[config.mk]
export PLATFORM = sky130hd
export DESIGN_NAME = echo_dma_top
export DESIGN_NICKNAME = d
export VERILOG_FILES = /design/src/verilog/echo_dma_pkg.sv /design/src/verilog/completion_irq.sv /design/src/verilog/copy_mover.sv /design/src/verilog/csr_decode.sv /design/src/verilog/echo_dma_top.sv
export VERILOG_INCLUDE_DIRS = /design/src /design/src/verilog
export SDC_FILE = /design/constraint.sdc
export NUM_CORES = 1
export LEC_CHECK = 0
export BUFFER_PORTS_ARGS = -buffer_cell sky130_fd_sc_hd__buf_2
export CAP_MARGIN = 10
export CORE_MARGIN = 3
export CORE_UTILIZATION = 46
export DETAILED_ROUTE_END_ITERATION = 7
export PLACE_DENSITY = 0.75
export SLEW_MARGIN = 0
export SYNTH_ARGS = -nofsm -noshare
export SYNTH_HDL_FRONTEND = slang
export SYNTH_HIERARCHICAL = 1
export SYNTH_SLANG_ARGS = --single-unit
[constraint.sdc]
create_clock -name clk -period 5 [get_ports clk]
set_clock_uncertainty 0.15 [all_clocks]
set_input_delay 0.5 -clock clk [delete_from_list [all_inputs] [get_ports clk]]
set_output_delay 0.5 -clock clk [all_outputs]
set_load 0.02 [all_outputs]
[src/verilog/echo_dma_defines.svh]
`ifndef ECHO_DMA_DEFINES_SVH
`define ECHO_DMA_DEFINES_SVH

// memory side
`define ECHO_DATA_W     64
`define ECHO_ADDR_W     64
`define ECHO_LEN_W      3   // beats minus one, up to 8 beats

// host side
`define ECHO_WB_ADR_W   8
`define ECHO_WB_DAT_W   32
`define ECHO_WB_SEL_W   4
`define ECHO_CSR_IDX_W  6   // word index, adr without the byte bits

// register byte offsets
`define ECHO_REG_BASE_LO  'h00
`define ECHO_REG_BASE_HI  'h04
`define ECHO_REG_TOTAL    'h08
`define ECHO_REG_START    'h0C
`define ECHO_REG_STATUS   'h10

// status bits
`define ECHO_STS_DONE   0
`define ECHO_STS_ERR    1

// burst sizes in bytes per payload code
`define ECHO_BURST_128  128
`define ECHO_BURST_256  256
`define ECHO_BURST_512  512

`endif

[src/verilog/echo_dma_pkg.sv]
`default_nettype none
`include "echo_dma_defines.svh"

package echo_dma_pkg;

    // register word index, derived from the byte offsets
    typedef enum logic [`ECHO_CSR_IDX_W-1:0] {
        csr_base_lo = `ECHO_REG_BASE_LO / 4,
        csr_base_hi = `ECHO_REG_BASE_HI / 4,
        csr_total   = `ECHO_REG_TOTAL / 4,
        csr_start   = `ECHO_REG_START / 4,
        csr_status  = `ECHO_REG_STATUS / 4
    } csr_addr_e;

    typedef enum logic [2:0] {
        mv_idle,
        mv_issue_both,  // read and write command both pending
        mv_issue_rd,    // write already taken
        mv_issue_wr,    // read already taken
        mv_finished
    } mover_state_e;

    typedef struct packed {
        logic [`ECHO_ADDR_W-1:0] dst_base;
        logic [31:0]             total_bytes;
        logic                    start;
    } echo_cfg_t;

    typedef struct packed {
        logic                    valid;
        logic [`ECHO_ADDR_W-1:0] addr;
        logic [`ECHO_LEN_W-1:0]  len;
    } mem_cmd_t;

    typedef struct packed {
        logic                    valid;
        logic [`ECHO_DATA_W-1:0] data;
        logic                    last;
    } mem_beat_t;

    typedef struct packed {
        logic                      cyc;
        logic                      stb;
        logic                      we;
        logic [`ECHO_WB_ADR_W-1:0] adr;
        logic [`ECHO_WB_DAT_W-1:0] dat_w;
        logic [`ECHO_WB_SEL_W-1:0] sel;
    } wb_req_t;

endpackage

`default_nettype wire

[src/verilog/completion_irq.sv]
`timescale 1ns/1ns
`default_nettype none
`include "echo_dma_defines.svh"

module completion_irq (
    input  logic                    clk,
    input  logic                    rstn,
    input  echo_dma_pkg::echo_cfg_t cfg,
    input  logic                    wr_cmd_fire,
    input  logic                    wr_done,
    input  logic                    issue_done,
    output logic                    irq,
    output logic                    done
);

    logic        start_d;
    logic        start_rise;
    logic        armed;        // run in flight, irq still owed
    logic [15:0] outstanding;  // write bursts accepted but not completed

    assign start_rise = cfg.start & ~start_d;
    assign irq        = armed & issue_done & (outstanding == '0);

    always_ff @(posedge clk) begin
        if (!rstn) begin
            start_d     <= 1'b0;
            outstanding <= '0;
        end else begin
            start_d <= cfg.start;
            case ({wr_cmd_fire, wr_done})
                2'b10:   outstanding <= outstanding + 16'd1;
                2'b01:   outstanding <= outstanding - 16'd1;
                default: ; // both or neither, count unchanged
            endcase
        end
    end

    always_ff @(posedge clk) begin
        if (!rstn) begin
            armed <= 1'b0;
            done  <= 1'b0;
        end else if (start_rise) begin
            armed <= 1'b1;
            done  <= 1'b0;
        end else if (irq) begin
            armed <= 1'b0; // one pulse per run
            done  <= 1'b1;
        end
    end

endmodule

`default_nettype wire

[src/verilog/copy_mover.sv]
`timescale 1ns/1ns
`default_nettype none
`include "echo_dma_defines.svh"

module copy_mover (
    input  logic                    clk,
    input  logic                    rstn,
    input  echo_dma_pkg::echo_cfg_t cfg,
    input  logic [1:0]              cfg_max_payload,
    input  logic                    rd_cmd_ready,
    input  logic                    wr_cmd_ready,
    input  echo_dma_pkg::mem_beat_t rd_beat,
    input  logic                    wr_beat_ready,
    output echo_dma_pkg::mem_cmd_t  rd_cmd,
    output echo_dma_pkg::mem_cmd_t  wr_cmd,
    output logic                    rd_beat_ready,
    output echo_dma_pkg::mem_beat_t wr_beat,
    output logic                    issue_done
);

    echo_dma_pkg::mover_state_e state, state_next;
    logic                   start_d;
    logic                   start_rise;
    logic                   pair_done;  // last of the two commands taken
    logic                   can_run;
    logic                   more;
    logic [31:0]            offset;     // bytes issued so far
    logic [32:0]            next_offset;
    logic [`ECHO_LEN_W-1:0] len_q;
    logic [9:0]             burst_bytes;

    assign start_rise  = cfg.start & ~start_d;
    assign next_offset = {1'b0, offset} + 33'(burst_bytes);
    assign more        = next_offset < {1'b0, cfg.total_bytes};
    assign can_run     = (cfg.total_bytes != '0) && (burst_bytes != '0);

    always_ff @(posedge clk) begin
        if (!rstn) begin
            len_q       <= '0;
            burst_bytes <= '0;
        end else begin
            case (cfg_max_payload)
                2'b00: begin
                    len_q       <= 3'd1;
                    burst_bytes <= `ECHO_BURST_128;
                end
                2'b01: begin
                    len_q       <= 3'd3;
                    burst_bytes <= `ECHO_BURST_256;
                end
                2'b10: begin
                    len_q       <= 3'd7;
                    burst_bytes <= `ECHO_BURST_512;
                end
                default: begin // reserved, nothing moves
                    len_q       <= '0;
                    burst_bytes <= '0;
                end
            endcase
        end
    end

    always_comb begin
        state_next = state;
        pair_done  = 1'b0;
        case (state)
            echo_dma_pkg::mv_idle, echo_dma_pkg::mv_finished:
                if (start_rise) begin
                    state_next = can_run ? echo_dma_pkg::mv_issue_both
                                         : echo_dma_pkg::mv_finished;
                end
            echo_dma_pkg::mv_issue_both:
                if (rd_cmd_ready && wr_cmd_ready) begin
                    pair_done = 1'b1;
                end else if (rd_cmd_ready) begin
                    state_next = echo_dma_pkg::mv_issue_wr;
                end else if (wr_cmd_ready) begin
                    state_next = echo_dma_pkg::mv_issue_rd;
                end
            echo_dma_pkg::mv_issue_rd:
                pair_done = rd_cmd_ready;
            echo_dma_pkg::mv_issue_wr:
                pair_done = wr_cmd_ready;
            default:
                state_next = echo_dma_pkg::mv_idle;
        endcase
        if (pair_done) begin
            state_next = more ? echo_dma_pkg::mv_issue_both : echo_dma_pkg::mv_finished;
        end
    end

    always_ff @(posedge clk) begin
        if (!rstn) begin
            state   <= echo_dma_pkg::mv_idle;
            start_d <= 1'b0;
            offset  <= '0;
        end else begin
            state   <= state_next;
            start_d <= cfg.start;
            if (start_rise && (state == echo_dma_pkg::mv_idle ||
                               state == echo_dma_pkg::mv_finished)) begin
                offset <= '0; // every run starts at offset zero
            end else if (pair_done) begin
                offset <= next_offset[31:0];
            end
        end
    end

    assign issue_done = (state == echo_dma_pkg::mv_finished);

    // read side uses the bare offset, write side adds the base
    assign rd_cmd.valid = (state == echo_dma_pkg::mv_issue_both) ||
                          (state == echo_dma_pkg::mv_issue_rd);
    assign rd_cmd.addr  = `ECHO_ADDR_W'(offset);
    assign rd_cmd.len   = len_q;

    assign wr_cmd.valid = (state == echo_dma_pkg::mv_issue_both) ||
                          (state == echo_dma_pkg::mv_issue_wr);
    assign wr_cmd.addr  = cfg.dst_base + `ECHO_ADDR_W'(offset);
    assign wr_cmd.len   = len_q;

    assign wr_beat       = rd_beat;       // beats go straight across
    assign rd_beat_ready = wr_beat_ready; // write stall holds the read side

endmodule

`default_nettype wire

[src/verilog/csr_decode.sv]
`timescale 1ns/1ns
`default_nettype none
`include "echo_dma_defines.svh"

module csr_decode (
    input  logic                      clk,
    input  logic                      rstn,
    input  echo_dma_pkg::wb_req_t     wb_req,
    input  logic [1:0]                cfg_max_payload,
    input  logic                      done,
    output logic                      wb_ack,
    output logic [`ECHO_WB_DAT_W-1:0] wb_dat_r,
    output echo_dma_pkg::echo_cfg_t   cfg,
    output logic                      payload_err
);

    logic                      req_new;   // active and not yet acked
    logic                      start_wr;
    logic                      restart;
    echo_dma_pkg::csr_addr_e   reg_idx;
    logic [`ECHO_ADDR_W-1:0]   base_q;
    logic [31:0]               total_q;
    logic                      start_q;
    logic [`ECHO_WB_DAT_W-1:0] rd_val;

    function automatic logic [31:0] merge_bytes(input logic [31:0] old_val,
                                                input logic [31:0] new_val,
                                                input logic [3:0]  sel);
        logic [31:0] res;
        for (int i = 0; i < 4; i++) begin
            res[8*i +: 8] = sel[i] ? new_val[8*i +: 8] : old_val[8*i +: 8];
        end
        return res;
    endfunction

    assign req_new     = wb_req.cyc & wb_req.stb & ~wb_ack;
    assign reg_idx     = echo_dma_pkg::csr_addr_e'(wb_req.adr[`ECHO_WB_ADR_W-1:2]);
    assign payload_err = (cfg_max_payload == 2'b11); // reserved code
    assign start_wr    = req_new & wb_req.we & (reg_idx == echo_dma_pkg::csr_start);

    // new run after a finished one, start dips low for the request cycle
    // so the mover and irq block see a fresh rising edge on the ack cycle
    assign restart = start_wr & done & ~payload_err;

    assign cfg = '{dst_base: base_q, total_bytes: total_q, start: start_q & ~restart};

    always_ff @(posedge clk) begin
        if (!rstn) begin
            wb_ack <= 1'b0;
        end else begin
            wb_ack <= req_new; // one cycle, never back to back
        end
    end

    always_ff @(posedge clk) begin
        if (!rstn) begin
            base_q  <= '0;
            total_q <= '0;
            start_q <= 1'b0;
        end else if (req_new && wb_req.we) begin
            case (reg_idx)
                echo_dma_pkg::csr_base_lo:
                    base_q[31:0] <= merge_bytes(base_q[31:0], wb_req.dat_w, wb_req.sel);
                echo_dma_pkg::csr_base_hi:
                    base_q[63:32] <= merge_bytes(base_q[63:32], wb_req.dat_w, wb_req.sel);
                echo_dma_pkg::csr_total:
                    total_q <= merge_bytes(total_q, wb_req.dat_w, wb_req.sel);
                echo_dma_pkg::csr_start:
                    if (!payload_err) start_q <= 1'b1; // sticky
                default: ;
            endcase
        end
    end

    always_comb begin
        case (reg_idx)
            echo_dma_pkg::csr_base_lo: rd_val = base_q[31:0];
            echo_dma_pkg::csr_base_hi: rd_val = base_q[63:32];
            echo_dma_pkg::csr_total:   rd_val = total_q;
            echo_dma_pkg::csr_start:   rd_val = {31'b0, start_q};
            echo_dma_pkg::csr_status: begin
                rd_val = '0;
                rd_val[`ECHO_STS_DONE] = done;
                rd_val[`ECHO_STS_ERR]  = payload_err;
            end
            default:                   rd_val = '0;
        endcase
    end

    // read data captured with the ack
    always_ff @(posedge clk) begin
        if (req_new && !wb_req.we) begin
            wb_dat_r <= rd_val;
        end
    end

endmodule

`default_nettype wire

[src/verilog/echo_dma_top.sv]
`timescale 1ns/1ns
`default_nettype none
`include "echo_dma_defines.svh"

module echo_dma_top (
    input  logic                      clk,
    input  logic                      rstn,
    input  logic [1:0]                cfg_max_payload,
    input  echo_dma_pkg::wb_req_t     wb_req,
    input  logic                      rd_cmd_ready,
    input  logic                      wr_cmd_ready,
    input  echo_dma_pkg::mem_beat_t   rd_beat,
    input  logic                      wr_beat_ready,
    input  logic                      wr_done,
    output logic                      wb_ack,
    output logic [`ECHO_WB_DAT_W-1:0] wb_dat_r,
    output echo_dma_pkg::mem_cmd_t    rd_cmd,
    output echo_dma_pkg::mem_cmd_t    wr_cmd,
    output logic                      rd_beat_ready,
    output echo_dma_pkg::mem_beat_t   wr_beat,
    output logic                      irq
);

    echo_dma_pkg::echo_cfg_t cfg;
    logic                    done;
    logic                    issue_done;
    logic                    wr_cmd_fire;

    assign wr_cmd_fire = wr_cmd.valid & wr_cmd_ready;

    csr_decode i_csr_decode (
        .clk             (clk),
        .rstn            (rstn),
        .wb_req          (wb_req),
        .cfg_max_payload (cfg_max_payload),
        .done            (done),
        .wb_ack          (wb_ack),
        .wb_dat_r        (wb_dat_r),
        .cfg             (cfg),
        .payload_err     ()   // only read back through STATUS
    );

    copy_mover i_copy_mover (
        .clk             (clk),
        .rstn            (rstn),
        .cfg             (cfg),
        .cfg_max_payload (cfg_max_payload),
        .rd_cmd_ready    (rd_cmd_ready),
        .wr_cmd_ready    (wr_cmd_ready),
        .rd_beat         (rd_beat),
        .wr_beat_ready   (wr_beat_ready),
        .rd_cmd          (rd_cmd),
        .wr_cmd          (wr_cmd),
        .rd_beat_ready   (rd_beat_ready),
        .wr_beat         (wr_beat),
        .issue_done      (issue_done)
    );

    completion_irq i_completion_irq (
        .clk         (clk),
        .rstn        (rstn),
        .cfg         (cfg),
        .wr_cmd_fire (wr_cmd_fire),
        .wr_done     (wr_done),
        .issue_done  (issue_done),
        .irq         (irq),
        .done        (done)
    );

endmodule

`default_nettype wire
## After elaboration in Yosys (flattened, before gate mapping)

Index checks and enable logic that the tools add are counted.

- Order comparisons: 1
- Div/mod/pow operators: 0
- Bitwise gates (word level): 16
- Multiply operators: 0
- Shift operators: 0
- Eq/ne operators: 17
- Reduce and logical (&&, ||, !) cells: 35
- Add/sub/neg operators: 4
- Multiplexer cells: 16

Operator list:

| kind | number |
|---|---|
| $pmux W32 S5 | 1 |
| $add A64 B32 Y64 | 1 |
| $reduce_and A3 Y1 | 13 |
| $add A32 B10 Y33 | 1 |
| $lt A33 B32 Y1 | 1 |
| $pmux W16 S2 | 1 |
| $reduce_bool A32 Y1 | 1 |
| $pmux W10 S3 | 1 |
| $mux W3 | 7 |
| $pmux W3 S3 | 2 |
| $add A16 B1 Y16 const B | 1 |
| $logic_not A16 Y1 | 1 |
| $sub A16 B1 Y16 const B | 1 |
| $eq A6 B2 Y1 const B | 2 |
| $and A1 B1 Y1 | 11 |
| $reduce_bool A10 Y1 | 1 |
| $reduce_or A2 Y1 | 4 |
| $eq A2 B2 Y1 const B | 3 |
| $eq A3 B2 Y1 const B | 2 |
| $eq A6 B1 Y1 const B | 1 |
| $eq A6 B3 Y1 const B | 1 |
| $logic_not A6 Y1 | 1 |
| $logic_and A1 B1 Y1 | 5 |
| $not A1 Y1 | 5 |
| 15 further kinds | 21 |

- Input bits: 121
- Bits in read-only memories: 0
- Memory bits (writable): 0
- Memories kept: 0
- Output and inout port bits: 237
- Bits in registers: 197
- Logic and storage cells: 112
- Latch bits: 0

## Logic depth before layout (Yosys ltp)

- Word-level depth: 12
- Gate-level depth with buffers: 17
- Depth with buffers taken out: 15

## Cells and area by module

The synthesis kept the hierarchy.

Modules (own cells, without submodules):

| module | cells an instance | times used | sequential area each (um^2) | area an instance (um^2) |
|---|---|---|---|---|
| copy_mover | 709 | 1 | 680.7 | 5376.4 |
| csr_decode | 492 | 1 | 2922.8 | 5003.5 |
| completion_irq | 237 | 1 | 380.4 | 1740.4 |
| echo_dma_top | 1 | 1 | 0.0 | 6.3 |

## Worst setup path after synthesis

Ideal clock, no wire load.

- Kind: reg-to-reg
- Start: reg i_copy_mover.state[0]
- End: reg i_completion_irq.outstanding[6]
- Clock period less this slack: 4.044 ns
- Cell stages (with the launch flop): 18
- Required time: 4.716 ns
- Path buffers: 5
- Library setup time: 0.134 ns
- Arrival time: 3.760 ns
- Slack: 0.956 ns
- Cells stage by stage: dfxtp_1 -> clkbuf_1 -> nor2b_1 -> and2_1 -> inv_1 -> ha_1 -> buf_6 -> buf_2 -> buf_2 -> buf_2 -> xor2_1 -> ha_1 -> or3_4 -> a21oi_4 -> o31ai_1 -> a22o_1 -> nor3b_1 -> or4_1

RTL lines:

| item | RTL line | RTL |
|---|---|---|
| start: declaration | copy_mover.sv:21 | `echo_dma_pkg::mover_state_e state, state_next;` |
| start signal: assignment | copy_mover.sv:94 | `state <= echo_dma_pkg::mv_idle;` |
| start signal: assignment | copy_mover.sv:98 | `state <= state_next;` |
| end signal: assignment | completion_irq.sv:31 | `2'b10: outstanding <= outstanding + 16'd1;` |
| end signal: assignment | completion_irq.sv:32 | `2'b01: outstanding <= outstanding - 16'd1;` |
| end: declaration | completion_irq.sv:19 | `logic [15:0] outstanding;` |

==> results.md <==
* Core ar. at ~0.026 mm2
* Clk sink count at between 150 and 200
* Yosys reg bits at ~180
* Final hold viol count at 0
* # H-tree levels at 4
* Max Cap Violations at 0
* Root buffer cell: clkbuf_16
* Share of cells above drive strength 1 at 0.1758
* Post-synth cell types at 93
* Power Dens Cells at 293.5 mW/mm2
* First-pass GRT wire length at 53.02 mm
* Final Setup Violations at 0
* Worst vdd ir at about 0.21 mV
* Number of port buffers at about 180
* Num rows at slightly below 60
* Die Height at between 150 and 200 um
* R2r endpoint: i_copy_mover/state[0]$_SDFFE_PN0P_
* Pleak at around 0.0057 uW
* Final Cycle Share at 0.8738
* Pins Over Slew Limit at 0
* WP data arrival at between 3 and 4 ns
* Commonest non-fill, non-tap cell in the layout: buf_2
* DRC violations left at 0
* Die area at about 0.028 mm2
* Critical path peak fanout at 9
* Worst r2r src: i_copy_mover/offset[8]$_SDFFE_PP0P_
* Worst EP required at around 4.4 ns
* Unrepaired setup endpoints after global routing: false
* Initial Util at 0.4747
* Worst hold endpoint: i_csr_decode/base_q[34]$_SDFFE_PN0P_
* Slew @ Worst Pin at 1.096 ns
* Synth Flop Type: dfxtp_1
* Total track usage at 0.2322
* Num ports at around 360
* R2R cell count at 14
* Crit end category: primary output
* Total grt overflow at 0
* CP delay by family, top: compound AO/OA/AOI/OAI gates
* Hold path start: wb_req[6]
* R2R Setup Slk at 0.95 ns
* Clock buffer depth at 2
* Asr flop ratio synth at 0
* Hold Path Class: input pin to flop
* DRT iter0 DRCs at about 1400
* Post-CTS setup buffers at 0
* Slowest stage delay, CP at around 0.47 ns
* Setup TNS at 0 ns
* Fill count at 2453
* Ys Warns at 6
* CTS resizes at 0
* DP HPWL at 25.73 mm
* Buf/Inv on CP at 2
* WS Path Type: flop to primary output
* CP Cell Sequence: ha_1, inv_1, fa_1, nand2b_1, a21oi_1, o41a_1, o31ai_2, a21oi_2, nand4_1, xnor2_1, buf_2
* Vias in the first global route at 9740
* Iteration count of the initial detailed-routing pass at 8
* Post-Route WL at between 30 and 40 mm
* Vias per inst at ~5.9
* Vias at ~11000
* Status: complete, no violations
* CTS Buf Count at 17
* Nets at about 1700
* Final Wtd Congestion at between 0.9 and 1
* Register area share after synthesis at 0.3285
* Synth Area per Inst at between 8 and 9 um2
* Cell area after synthesis at roughly 0.012 mm2
* Cts hold-fix bufs at 0
* EDFF count, synth at 32
* CTS tree: yes
* Commonest non-fill, non-tap cells in the layout: buf_2 (181), dfxtp_1 (151), nand3_1 (128), o21ai_0 (123), nand2_1 (110)
* Largest net degree at the start of global routing at 72
* Remaining antenna violation count at 0
* Antenna violations before repair at 8
* Slowest cell on crit path: a21oi_2
* Hold Path Cell Cnt at 3
* Post-synthesis cell count at ~1400
* P&R area growth vs syn at 7.109%
* Chip width at ~170 um
* Tmin final at roughly 4.4 ns
* Rel. slew slack at 0.2677
* Fmax at 228.9 MHz
* DR WL/cell at approximately 19 um
* Worst-path clk slew at ~0.08 ns
* Util after Layout at 0.5085
* CP startpoint kind: flop
* Clk_lat worst skew at roughly 0.44 ns
-- cell type report --
type	instances	area (um2)	area share
Sequential cell	183	3984	0.3067
Timing Repair Buffer	188	958.4	0.07379
Multi-Input combinational cell	1027	6759	0.5204
Tap cell	330	412.9	0.03179
Clock buffer	17	425.4	0.03275
Clock inverter	15	155.1	0.01194
Antenna cell	2	5.005	0.0003853
Inverter	77	289.0	0.02225
-- stage by stage --
step / instances / setup slack [ns] / hold WS [ns] / cell area, um2 / power (uW)
floorplan: 1477 / 0.9559 / 0.2956 / 12270 / 2415
global placement: 1805 / 1.105 / 0.3080 / 12400 / 2450
detailed placement: 1805 / 1.021 / 0.3251 / 12400 / 2477
CTS: 1837 / 0.6581 / 0.1920 / 12980 / 3819
global route: 1838 / 0.4557 / 0.2083 / 12990 / 3976
finish: 1839 / 0.6310 / 0.1995 / 12990 / 3812
-- registers in the layout, indices dropped and copies added, names as in the netlist --
| register | cells |
|---|---|
| i_completion_irq/armed | 1 |
| i_completion_irq/done | 1 |
| i_completion_irq/outstanding | 16 |
| i_completion_irq/start_d | 1 |
| i_copy_mover/burst_bytes | 3 |
| i_copy_mover/len_q | 2 |
| i_copy_mover/offset | 25 |
| i_copy_mover/start_d | 1 |
| i_copy_mover/state | 3 |
| i_csr_decode/base_q | 64 |
| i_csr_decode/start_q | 1 |
| i_csr_decode/total_q | 32 |
| i_csr_decode/wb_ack | 1 |
| i_csr_decode/wb_dat_r | 32 |
-- cell usage after synthesis (5+ instances only) --
| master | count | area (um2) |
|---|---|---|
| or3_1 | 13 | 81.33 |
| mux2i_1 | 14 | 140.1 |
| and3_1 | 14 | 87.58 |
| ha_1 | 60 | 750.7 |
| buf_2 | 29 | 145.1 |
| a21oi_1 | 69 | 345.3 |
| nand3_1 | 128 | 640.6 |
| nand2_1 | 110 | 412.9 |
| nand4_4 | 8 | 170.2 |
| o211ai_1 | 5 | 37.54 |
| o31ai_1 | 5 | 37.54 |
| buf_1 | 8 | 30.03 |
| inv_1 | 76 | 285.3 |
| and2_1 | 13 | 81.33 |
| a21o_1 | 21 | 157.7 |
| clkbuf_1 | 26 | 97.59 |
| nor2_1 | 75 | 281.5 |
| buf_4 | 121 | 908.4 |
| nor2b_1 | 7 | 43.79 |
| nand2b_1 | 17 | 106.4 |
| dfxtp_1 | 151 | 3023 |
| or2_2 | 5 | 31.28 |
| nor3b_1 | 5 | 37.54 |
| xnor2_1 | 52 | 455.4 |
| a222oi_1 | 30 | 300.3 |
| xor2_1 | 49 | 429.2 |
| nand4_1 | 31 | 193.9 |
| edfxtp_1 | 32 | 960.9 |
| nor3_1 | 13 | 65.06 |
| nor4_1 | 13 | 81.33 |
| o21ai_0 | 123 | 615.6 |
-- worst max path at each step --
stage	from	endpoint	slack (ns)	cells past startpoint
CTS	i_csr_decode/base_q[7]$_SDFFE_PN0P_	wr_cmd[50]	0.66	11
floorplan	i_copy_mover/state[0]$_SDFFE_PN0P_	i_completion_irq/outstanding[6]$_SDFFE_PN0P_	0.96	17
finish	i_csr_decode/base_q[7]$_SDFFE_PN0P_	wr_cmd[50]	0.63	11
global placement	i_copy_mover/offset[8]$_SDFFE_PP0P_	i_copy_mover/state[0]$_SDFFE_PN0P_	1.10	14
global route	i_csr_decode/base_q[7]$_SDFFE_PN0P_	wr_cmd[50]	0.46	11
detailed placement	i_copy_mover/offset[8]$_SDFFE_PP0P_	i_copy_mover/state[0]$_SDFFE_PN0P_	1.02	14
-- where the power goes --
group	leakage (uW)	internal [uW]	switching [uW]	total [uW]
Sequential	0.00149	1560	140	1700
Combinational	0.00396	301	457	758
Clock	0.000288	671	679	1350
Total	0.00575	2540	1280	3810
-- cell families (layout without fill, tap and decap cells) --
family                   Yosys count  after routing  share of synthesized area
AND/OR/NAND/NOR                  493            493                     0.2246
AO/OA/AOI/OAI                    317            317                     0.1694
buffers and inverters            267            297                     0.1265
flip-flops                       183            183                     0.3285
XOR/XNOR                         101            101                    0.07295
adder cells (fa/ha/maj)           62             62                    0.06521
multiplexers                      15             15                    0.01248
other                              1             41                  0.0003092
-- metal layers --
metal / vias to the layer above / part of all wire / track usage / wire (um)
li1: 5125 / - / - / -
met1: 5041 / 0.41 / 0.2922 / 14160
met2: 505 / 0.46 / 0.3796 / 15970
met3: 102 / 0.092 / 0.06175 / 3182
met4: 14 / 0.036 / 0.09356 / 1257
met5: - / 0.0026 / 0 / 90
-- tightest hold or removal path: cells and delay by family --
family          cells  cell delay, ns
buf+inv             1            0.10
simple gates        1            0.08
compound gates      1            0.07
No activity file was read; power rests on OpenSTA's default activity.
